### config.mk
export PLATFORM = sky130hd
export DESIGN_NAME = debug_unit
export DESIGN_NICKNAME = d
export VERILOG_FILES = /design/src/verilog/debug_cmd_pkg.sv /design/src/verilog/debug_bus_pkg.sv /design/src/verilog/debug_unit.sv /design/src/verilog/debug_controller.sv /design/src/verilog/pc_report_sender.sv /design/src/verilog/inst_mem_writer.sv /design/src/verilog/rx_word_assembler.sv
export SDC_FILE = /design/constraint.sdc
export NUM_CORES = 1
export LEC_CHECK = 0
export ABC_AREA = 1
export BUFFER_PORTS_ARGS = -buffer_cell sky130_fd_sc_hd__buf_4
export CAP_MARGIN = 20
export CELL_PAD_IN_SITES_DETAIL_PLACEMENT = 2
export CELL_PAD_IN_SITES_GLOBAL_PLACEMENT = 2
export CORE_ASPECT_RATIO = 0.9
export CORE_UTILIZATION = 36
export CTS_BUF_LIST = sky130_fd_sc_hd__clkbuf_4 sky130_fd_sc_hd__clkbuf_8 sky130_fd_sc_hd__clkbuf_16
export DETAILED_ROUTE_END_ITERATION = 10
export PLACE_DENSITY_LB_ADDON = 0.1
export RECOVER_POWER = 100
export SYNTH_ARGS = -nofsm -noshare
export SYNTH_HDL_FRONTEND = slang
export SYNTH_SLANG_ARGS = --single-unit
### constraint.sdc
create_clock -name clk -period 2.4 [get_ports clk]
set_clock_uncertainty 0.15 [all_clocks]
set_input_delay 0.24 -clock clk [delete_from_list [all_inputs] [get_ports clk]]
set_output_delay 0.24 -clock clk [all_outputs]
set_load 0.03 [all_outputs]
### src/verilog/debug_cmd_pkg.sv
`default_nettype none

package debug_cmd_pkg;

    // bytes the host sends over the uart
    typedef enum logic [7:0] {
        cmd_start      = 8'h01,
        cmd_continuous = 8'h02,
        cmd_step_mode  = 8'h03,
        cmd_reprogram  = 8'h05,
        cmd_step       = 8'h06
    } host_cmd_e;

    // controller states
    typedef enum logic [2:0] {
        st_idle         = 3'd0,
        st_programming  = 3'd1,
        st_waiting      = 3'd2,
        st_step_by_step = 3'd3,
        st_continuous   = 3'd4,
        st_sending      = 3'd5
    } debug_state_e;

endpackage

`default_nettype wire

### src/verilog/debug_bus_pkg.sv
`default_nettype none

package debug_bus_pkg;

    ////////////////////////////////////////
    // widths
    ////////////////////////////////////////
    localparam int byte_w         = 8;     // uart byte
    localparam int word_w         = 32;    // mips instruction
    localparam int addr_w         = 11;    // instruction memory depth 2k
    localparam int bytes_per_word = 4;

    // opcode field, all ones marks the last word of a program
    localparam int end_opcode_msb = 31;
    localparam int end_opcode_lsb = 26;

    ////////////////////////////////////////
    // bundles
    ////////////////////////////////////////
    typedef struct packed {
        logic              strobe;  // one cycle per received byte
        logic [byte_w-1:0] data;
    } uart_byte_t;

    typedef struct packed {
        logic              valid;
        logic [word_w-1:0] data;
    } inst_word_t;

    typedef struct packed {
        logic              we;
        logic [addr_w-1:0] addr;
        logic [word_w-1:0] data;
    } mem_write_t;

endpackage

`default_nettype wire
### src/verilog/debug_unit.sv
`default_nettype none
`timescale 1ns/100ps

module debug_unit
    import debug_bus_pkg::*;
(
    input  logic              clk,
    input  logic              reset,
    input  logic              halt,
    input  logic [byte_w-1:0] pc_byte,
    input  logic              rx_done_tick,
    input  logic [byte_w-1:0] rx_data_in,
    input  logic              tx_done_tick,
    output mem_write_t        mem_wr,
    output logic              ctrl_clk_mips,
    output logic              debug,
    output logic              tx_start,
    output logic [byte_w-1:0] data_out
);

    uart_byte_t rx_byte;
    inst_word_t word;
    logic       collect;
    logic       program_done;
    logic       send_req;
    logic       send_done;

    ////////////////////////////////////////
    // rx bytes -> words
    ////////////////////////////////////////
    rx_word_assembler u_rx (
        .clk          (clk),
        .reset        (reset),
        .rx_done_tick (rx_done_tick),
        .rx_data_in   (rx_data_in),
        .collect      (collect),
        .rx_byte      (rx_byte),
        .word         (word)
    );

    debug_controller u_ctrl (
        .clk           (clk),
        .reset         (reset),
        .rx_byte       (rx_byte),
        .halt          (halt),
        .program_done  (program_done),
        .send_done     (send_done),
        .collect       (collect),
        .send_req      (send_req),
        .ctrl_clk_mips (ctrl_clk_mips),
        .debug         (debug)
    );

    ////////////////////////////////////////
    // memory and report side
    ////////////////////////////////////////
    inst_mem_writer u_writer (
        .clk          (clk),
        .reset        (reset),
        .word         (word),
        .collect      (collect),
        .mem_wr       (mem_wr),
        .program_done (program_done)
    );

    pc_report_sender u_sender (
        .clk          (clk),
        .reset        (reset),
        .send_req     (send_req),
        .pc_byte      (pc_byte),
        .tx_done_tick (tx_done_tick),
        .tx_start     (tx_start),
        .data_out     (data_out),
        .send_done    (send_done)
    );

endmodule

`default_nettype wire

### src/verilog/debug_controller.sv
`default_nettype none
`timescale 1ns/100ps

module debug_controller
    import debug_bus_pkg::*;
    import debug_cmd_pkg::*;
(
    input  logic       clk,
    input  logic       reset,
    input  uart_byte_t rx_byte,
    input  logic       halt,
    input  logic       program_done,
    input  logic       send_done,
    output logic       collect,
    output logic       send_req,
    output logic       ctrl_clk_mips,
    output logic       debug
);

    debug_state_e state_q;
    debug_state_e state_next;
    host_cmd_e    cmd;

    assign cmd = host_cmd_e'(rx_byte.data);

    ////////////////////////////////////////
    // state register
    ////////////////////////////////////////
    always_ff @(posedge clk)
    begin
        if (reset)
        begin
            state_q  <= st_idle;
            send_req <= 1'b0;
        end
        else
        begin
            state_q  <= state_next;
            send_req <= (state_next == st_sending) && (state_q != st_sending);  // entry pulse
        end
    end

    ////////////////////////////////////////
    // next state
    ////////////////////////////////////////
    always_comb
    begin
        state_next = state_q;
        case (state_q)
            st_idle:
            begin
                if (rx_byte.strobe && cmd == cmd_start)
                    state_next = st_programming;
            end
            st_programming:
            begin
                if (program_done)  // end word already in memory
                    state_next = st_waiting;
            end
            st_waiting:
            begin
                if (rx_byte.strobe)
                begin
                    case (cmd)
                        cmd_continuous: state_next = st_continuous;
                        cmd_step_mode:  state_next = st_step_by_step;
                        cmd_reprogram:  state_next = st_idle;
                        default:        state_next = st_idle;  // unknown byte
                    endcase
                end
            end
            st_step_by_step:
            begin
                if (rx_byte.strobe && cmd == cmd_step)
                    state_next = st_sending;
            end
            st_continuous:
            begin
                if (halt)
                    state_next = st_sending;
            end
            st_sending:
            begin
                if (send_done)
                    state_next = st_idle;
            end
            default:
            begin
                state_next = st_idle;
            end
        endcase
    end

    // levels decoded from the state
    assign collect       = (state_q == st_programming);
    assign debug         = (state_q == st_programming);
    assign ctrl_clk_mips = (state_q == st_continuous) || (state_q == st_step_by_step);

endmodule

`default_nettype wire

### src/verilog/pc_report_sender.sv
`default_nettype none
`timescale 1ns/100ps

module pc_report_sender
    import debug_bus_pkg::*;
(
    input  logic              clk,
    input  logic              reset,
    input  logic              send_req,
    input  logic [byte_w-1:0] pc_byte,
    input  logic              tx_done_tick,
    output logic              tx_start,
    output logic [byte_w-1:0] data_out,
    output logic              send_done
);

    logic tx_done_prev;
    logic done_edge;

    assign done_edge = tx_done_tick & ~tx_done_prev;

    ////////////////////////////////////////
    // one byte report to the uart tx
    ////////////////////////////////////////
    always_ff @(posedge clk)
    begin
        if (reset)
        begin
            tx_done_prev <= 1'b0;
            tx_start     <= 1'b0;
            data_out     <= '0;
            send_done    <= 1'b0;
        end
        else
        begin
            tx_done_prev <= tx_done_tick;
            send_done    <= 1'b0;
            if (send_req)
            begin
                tx_start <= 1'b1;
                data_out <= pc_byte;  // low byte of the pc
            end
            else if (tx_start && done_edge)
            begin
                // transmitter finished, release the line
                tx_start  <= 1'b0;
                send_done <= 1'b1;
            end
        end
    end

endmodule

`default_nettype wire

### src/verilog/inst_mem_writer.sv
`default_nettype none
`timescale 1ns/100ps

module inst_mem_writer
    import debug_bus_pkg::*;
(
    input  logic       clk,
    input  logic       reset,
    input  inst_word_t word,
    input  logic       collect,
    output mem_write_t mem_wr,
    output logic       program_done
);

    logic [addr_w-1:0] addr_cnt;  // next free address
    logic              wr_en;
    logic [addr_w-1:0] wr_addr;
    logic [word_w-1:0] wr_data;
    logic              end_word;

    assign end_word = &wr_data[end_opcode_msb:end_opcode_lsb];

    always_ff @(posedge clk)
    begin
        if (reset)
        begin
            addr_cnt     <= '0;
            wr_en        <= 1'b0;
            wr_addr      <= '0;
            program_done <= 1'b0;
        end
        else
        begin
            wr_en        <= word.valid;
            program_done <= wr_en && end_word;  // flagged after the write
            if (!collect)
                addr_cnt <= '0;
            else if (word.valid)
            begin
                wr_addr  <= addr_cnt;
                addr_cnt <= addr_cnt + 1'b1;
            end
        end
    end

    always_ff @(posedge clk)
    begin
        if (word.valid)
            wr_data <= word.data;
    end

    assign mem_wr = '{we: wr_en, addr: wr_addr, data: wr_data};

endmodule

`default_nettype wire

### src/verilog/rx_word_assembler.sv
`default_nettype none
`timescale 1ns/100ps

module rx_word_assembler
    import debug_bus_pkg::*;
(
    input  logic              clk,
    input  logic              reset,
    input  logic              rx_done_tick,
    input  logic [byte_w-1:0] rx_data_in,
    input  logic              collect,
    output uart_byte_t        rx_byte,
    output inst_word_t        word
);

    logic              rx_done_prev;
    logic              new_byte;
    logic              strobe_q;
    logic [byte_w-1:0] data_q;
    logic [1:0]        lane;        // byte lane of the next byte
    logic              word_valid;
    logic [word_w-1:0] word_data;

    assign new_byte = rx_done_tick & ~rx_done_prev;  // rx tick went high

    ////////////////////////////////////////
    // byte capture
    ////////////////////////////////////////
    always_ff @(posedge clk)
    begin
        if (reset)
        begin
            rx_done_prev <= 1'b0;
            strobe_q     <= 1'b0;
        end
        else
        begin
            rx_done_prev <= rx_done_tick;
            strobe_q     <= new_byte;
        end
    end

    always_ff @(posedge clk)
    begin
        if (new_byte)
            data_q <= rx_data_in;
    end

    ////////////////////////////////////////
    // word assembly, lsb first
    ////////////////////////////////////////
    always_ff @(posedge clk)
    begin
        if (reset || !collect)  // restart at lane 0 outside programming
        begin
            lane       <= 2'd0;
            word_valid <= 1'b0;
        end
        else
        begin
            word_valid <= strobe_q && (lane == 2'(bytes_per_word - 1));
            if (strobe_q)
                lane <= lane + 2'd1;  // wraps after the last lane
        end
    end

    always_ff @(posedge clk)
    begin
        if (strobe_q && collect)
            word_data[lane*byte_w +: byte_w] <= data_q;
    end

    assign rx_byte = '{strobe: strobe_q, data: data_q};
    assign word    = '{valid: word_valid, data: word_data};

endmodule

`default_nettype wire

# ---- After elaboration in Yosys (flattened, before gate mapping)
# Index checks and enable logic that the tools add are counted.
dict set report word_totals {
  register_bits 116
  input_bits 21
  out_inout_bits 55
}
dict set report classes {
  reduce_logical 16
  n_eq_ne 12
  shifts 2
  add_sub_neg 3
  muxes 12
  bitwise_logic 5
}
# op count
set ops {}
lappend ops {{$neg A5 Y34} 1}
lappend ops {{$shift A8 B34 Y32 const A} 1}
lappend ops {{$shiftx A8 B34 Y32} 1}
lappend ops {{$bwmux W32} 1}
lappend ops {{$mux W3} 6}
lappend ops {{$pmux W3 S6} 1}
lappend ops {{$eq A8 B2 Y1 const B} 2}
lappend ops {{$add A11 B1 Y11 const B} 1}
lappend ops {{$eq A3 B3 Y1 const B} 3}
lappend ops {{$eq A8 B1 Y1 const B} 1}
lappend ops {{$eq A8 B3 Y1 const B} 1}
lappend ops {{$logic_and A1 B1 Y1} 7}
lappend ops {{$eq A3 B2 Y1 const B} 2}
lappend ops {{$pmux W3 S2} 1}
lappend ops {{$reduce_and A6 Y1} 1}
lappend ops {{$reduce_or A2 Y1} 2}
lappend ops {{$eq A3 B1 Y1 const B} 1}
lappend ops {{$logic_not A3 Y1} 1}
lappend ops {{$mux W1} 3}
lappend ops {{$ne A3 B3 Y1 const B} 1}
lappend ops {{$not A1 Y1} 3}
lappend ops {{$add A2 B1 Y2 const B} 1}
lappend ops {{$and A1 B1 Y1} 2}
lappend ops {{$eq A2 B2 Y1 const B} 1}
lappend ops {{other kinds (4)} 5}

# ---- Logic depth before layout (Yosys ltp)
dict set report logic_depth {
  ltp_word 6
  depth_mapped 8
  depth_no_buf 8
}

# ---- Modules after synthesis
# From an unflattened synthesis, not the netlist that was laid out.
dict set report hier_totals {
  cells_unflattened 421
  area_unflattened_um2 4500.6
}
# mod seq_area_each_um2 area_per_inst_um2 instances cells_each
set by_module_without_submodules {}
lappend by_module_without_submodules {inst_mem_writer 1441.4 1940.6 1 165}
lappend by_module_without_submodules {rx_word_assembler 1301.2 1778.0 1 143}
lappend by_module_without_submodules {pc_report_sender 220.2 392.9 1 46}
lappend by_module_without_submodules {debug_controller 80.1 389.1 1 67}

# ---- Least setup slack after synthesis
# No wires, ideal clock.
dict set report synth_timing {
  path_type {register to register}
  from {reg u_rx.word_valid}
  to {reg u_writer.addr_cnt[7]}
  slack_ps 242
  period_less_slack_ps 2158
  stages_incl_launch_ff 6
  t_arrival_ps 1942
  t_required_ps 2184
  path_buffers 1
  setup_time_ps 66
  cell_sequence {dfxtp_1 -> buf_4 -> inv_1 -> nor3_1 -> nand4_1 -> a21oi_2}
}
# item line_no
set synth_rtl {}
lappend synth_rtl {{from (decl)} rx_word_assembler.sv:21} ;# logic word_valid;
lappend synth_rtl {{from (signal assigned)} rx_word_assembler.sv:61} ;# word_valid <= strobe_q && (lane == 2'(bytes_per_word - 1));
lappend synth_rtl {{to (signal assigned)} inst_mem_writer.sv:41} ;# addr_cnt <= addr_cnt + 1'b1;
lappend synth_rtl {{to (decl)} inst_mem_writer.sv:15} ;# logic [addr_w-1:0] addr_cnt;

# ---- Worst setup path in the final report
dict set report layout_timing {
  from {reg u_ctrl.state_q[2]}
  to {out ctrl_clk_mips}
}
dict set report layout_via {
  elab_chain_cells 2
  word_cells_on_any_way 3
}
# item line_no
set layout_rtl {}
lappend layout_rtl {{from (decl)} debug_controller.sv:20} ;# debug_state_e state_q;
lappend layout_rtl {{from (signal assigned)} debug_controller.sv:33} ;# state_q <= st_idle;
lappend layout_rtl {{from (signal assigned)} debug_controller.sv:38} ;# state_q <= state_next;
lappend layout_rtl {{$eq A3 B3 Y1 / $eq A3 B2 Y1 (equally long branches)} debug_controller.sv:97} ;# assign ctrl_clk_mips = (state_q == st_continuous) || (state_q == st_step_by_step);
lappend layout_rtl {{$logic_or A1 B1 Y1 *} debug_controller.sv:97}
lappend layout_rtl {{to (decl)} debug_unit.sv:15} ;# output logic ctrl_clk_mips,
# Mark *: on every way between the ends. The rest lies on a longest branch, timed or not.

==> metrics.md <==
| Metric | Value |
|---|---|
| Status | `completed` |
| Via total after detailed routing | `3253` |
| Most frequent cells in the layout | `nor2_1 (81), edfxtp_1 (72), clkbuf_1 (61), dfxtp_1 (44), inv_1 (40)` |
| Final Cycle Share | `90.18%` |
| Worst path slowest cell | `dfxtp_1` |
| Initial antenna violation count | `0` |
| Worst slack, placed | `0.3171 ns` |
| Startpoint types | `register` |
| Dpl cells | `615` |
| Fin util | `49.28%` |
| Adder-Cell Fraction of Synth Area | `1.721%` |
| GR Util All Layers | `21.27%` |
| Post-Synth XOR/XNOR Area | `0.2008%` |
| DRC | `0` |
| Syn nets | `417` |
| Area post-placement | `5100 um2` |
| VDD IR-drop max | `0.0006750 V` |
| Synth-to-Final Area Change | `31.30%` |
| Fin. Hold Viols | `0` |
| Die Ht | `106.4 um` |
| Clock Tree Root | `clkbuf_16` |
| RSZ-0062 raised after global routing | `no` |
| FF+latch count, synth | `116` |
| Vias in the first global route | `3646` |
| Total CTS buffers | `17` |
| Fin crit period | `2.164 ns` |
| Power Total | `5.074 mW` |
| CTS tree | `yes` |
| TNS Setup | `0 ns` |
| Critical path arrival | `1.77 ns` |
| Max Fclk | `0.4621 GHz` |
| Post-Synth Simple-Gate Area | `17.33%` |
| Row Count | `37` |
| Final GP Congestion | `0.7522` |
| Initial Utilization | `37.54%` |
| Final Cell Area | `5727 um2` |
| Final HPWL DP | `8.188 mm` |
| Clock Latency Late Sink | `0.42 ns` |
| Class of the worst hold path | `in2reg` |
| Clock Tree Buf Depth | `2` |
| Cell variety after synth | `30` |
| Largest net degree at the start of global routing | `28` |
| Critical path fanouts, max | `6` |
| I/O Buffers | `75` |
| Clock Pin Slew Worst Setup and Hold Paths | `0.05 ns` |
| Power Density | `886.0 nW/um2` |
| Final setup fails | `0` |
| Mean Syn Cell Area | `11.18 um2` |
| Cell Area, Synth | `4362 um2` |
| Mean routed wirelength per cell | `18.46 um` |
| Total Wirelength | `12.33 mm` |
| Final #Nets | `526` |
| Worst-margin pin slew | `1.096 ns` |
| CTS H-tree lvls | `4` |
| Lkg Pwr | `2.039 nW` |
| CP cell instances | `inv_1, nor3_1, or2_2, clkbuf_1` |
| Commonest non-fill, non-tap cell in the layout | `nor2_1` |
| Slew headroom | `26.95%` |
| Critical Path Max Stage Delay | `0.47 ns` |
| Die X-Extent | `118.0 um` |
| Crit. End Element | `output port` |
| Post-synthesis compound-gate area fraction | `5.651%` |
| Fraction of layout cells with a size suffix above 1 | `12.70%` |
| Worst Path Buf+Inv | `2` |
| Core area | `11620 um2` |
| Clock sink total | `116` |
| 1st-iter DRT viols | `109` |
| Post-DRT Antenna Nets | `0` |
| Sequential fraction of the synthesis area | `69.76%` |
| CP top delay family | `flip-flops` |
| Ys Warns | `0` |
| Setup ws final | `0.2357 ns` |
| Pins Over Slew Limit | `0` |
| Multiplexer share of the synthesized area | `0%` |
| Critical path class | `reg2out` |
| Via density per instance | `4.870` |
| Die Area | `12560 um2` |
| Top Ports | `76` |
| Non-Filler Instances | `668` |
| Ant. Diodes | `0` |
| Syn Inst Count | `390` |
| Max-Cap Viols | `0` |
| Main combinational cell family by area after synthesis | `simple AND/OR/NAND/NOR gates` |
| Final Hold Slack | `0.2552 ns` |
| Crit path required time | `2.01 ns` |
| Total congestion overflow | `0` |
| Global-route wire length before repair | `19.62 mm` |
| Pre-antenna DRT Iters | `5` |
| CTS resizes | `0` |
==> registers in the layout, summed over array words and instances (netlist names) <==
register,count
u_ctrl.send_req,1
u_ctrl.state_q,3
u_rx.data_q,8
u_rx.lane,2
u_rx.rx_done_prev,1
u_rx.strobe_q,1
u_rx.word_data,32
u_rx.word_valid,1
u_sender.data_out,8
u_sender.send_done,1
u_sender.tx_done_prev,1
u_sender.tx_start,1
u_writer.addr_cnt,11
u_writer.program_done,1
u_writer.wr_addr,11
u_writer.wr_data,32
u_writer.wr_en,1
==> worst reg2reg max path: cells and delay by family (launching register included) <==
family | cells | cell delay (ns)
flip-flops | 1 | 0.44
AND/OR/NAND/NOR | 4 | 1.15
==> synth_stat cells, drive strengths merged <==
| cell | number | area share [%] |
|---|---|---|
| clkbuf | 7 | 0.60 |
| ha | 6 | 1.7 |
| buf | 6 | 1.1 |
| a31oi | 1 | 0.14 |
| nand3b | 1 | 0.17 |
| or2 | 3 | 0.43 |
| nand2 | 37 | 3.4 |
| inv | 42 | 3.7 |
| a211oi | 3 | 0.52 |
| nor3 | 23 | 2.9 |
| and3 | 1 | 0.14 |
| a21oi | 18 | 2.6 |
| edfxtp | 72 | 50 |
| dfxtp | 44 | 20 |
| nand3 | 14 | 1.6 |
| xor2 | 1 | 0.20 |
| o21ai | 21 | 2.4 |
| nand4 | 5 | 0.72 |
| nor2 | 85 | 7.9 |
==> path summary, 6_finish.rpt <==
check | from | endpoint | slack (ns) | cells past startpoint
worst max-delay path | u_ctrl.state_q[2] | ctrl_clk_mips | 0.24 | 4
worst min-delay path | halt | u_ctrl.send_req | 0.26 | 7
worst max register to register | u_ctrl.state_q[0] | u_rx.word_data[16] | 0.29 | 4
worst min register to register | u_rx.word_data[10] | u_writer.wr_data[10] | 0.27 | 0
==> cell families after synthesis <==
family          Yosys count
simple gates            169
compound gates           43
buf+inv                  55
xor+xnor                  1
flops                   116
fa+ha+maj                 6
==> metal layers <==
layer / share of wire [%] / global-route usage (%) / up-vias
li1: - / - / 1523
met4: 2.3 / 9.432 / 0
met2: 52 / 38.19 / 88
met1: 41 / 23.54 / 1619
met5: 0 / 0 / -
met3: 4.0 / 5.848 / 23
==> repair_timing <==
action                    4_1_cts  5_1_grt
hold endpoints to repair       26        0
hold buffers                   21        0
setup buffers                   0        0
==> cell type report <==
class / instances / area (um2)
Multi-Input combinational cell: 219 / 1065
Clock inverter: 14 / 234.0
Sequential cell: 116 / 3043
Timing Repair Buffer: 103 / 596.8
Inverter: 42 / 160.2
Tap cell: 156 / 195.2
Clock buffer: 18 / 432.9
Fill cell: 1226 / 5893
==> power by group <==
part | internal [mW] | switching [mW]
Combinational | 0.0497 | 0.0446
Clock | 1.95 | 0.906
Sequential | 2.11 | 0.0124
Total | 4.11 | 0.963
No activity file was read; power rests on OpenSTA's default activity.
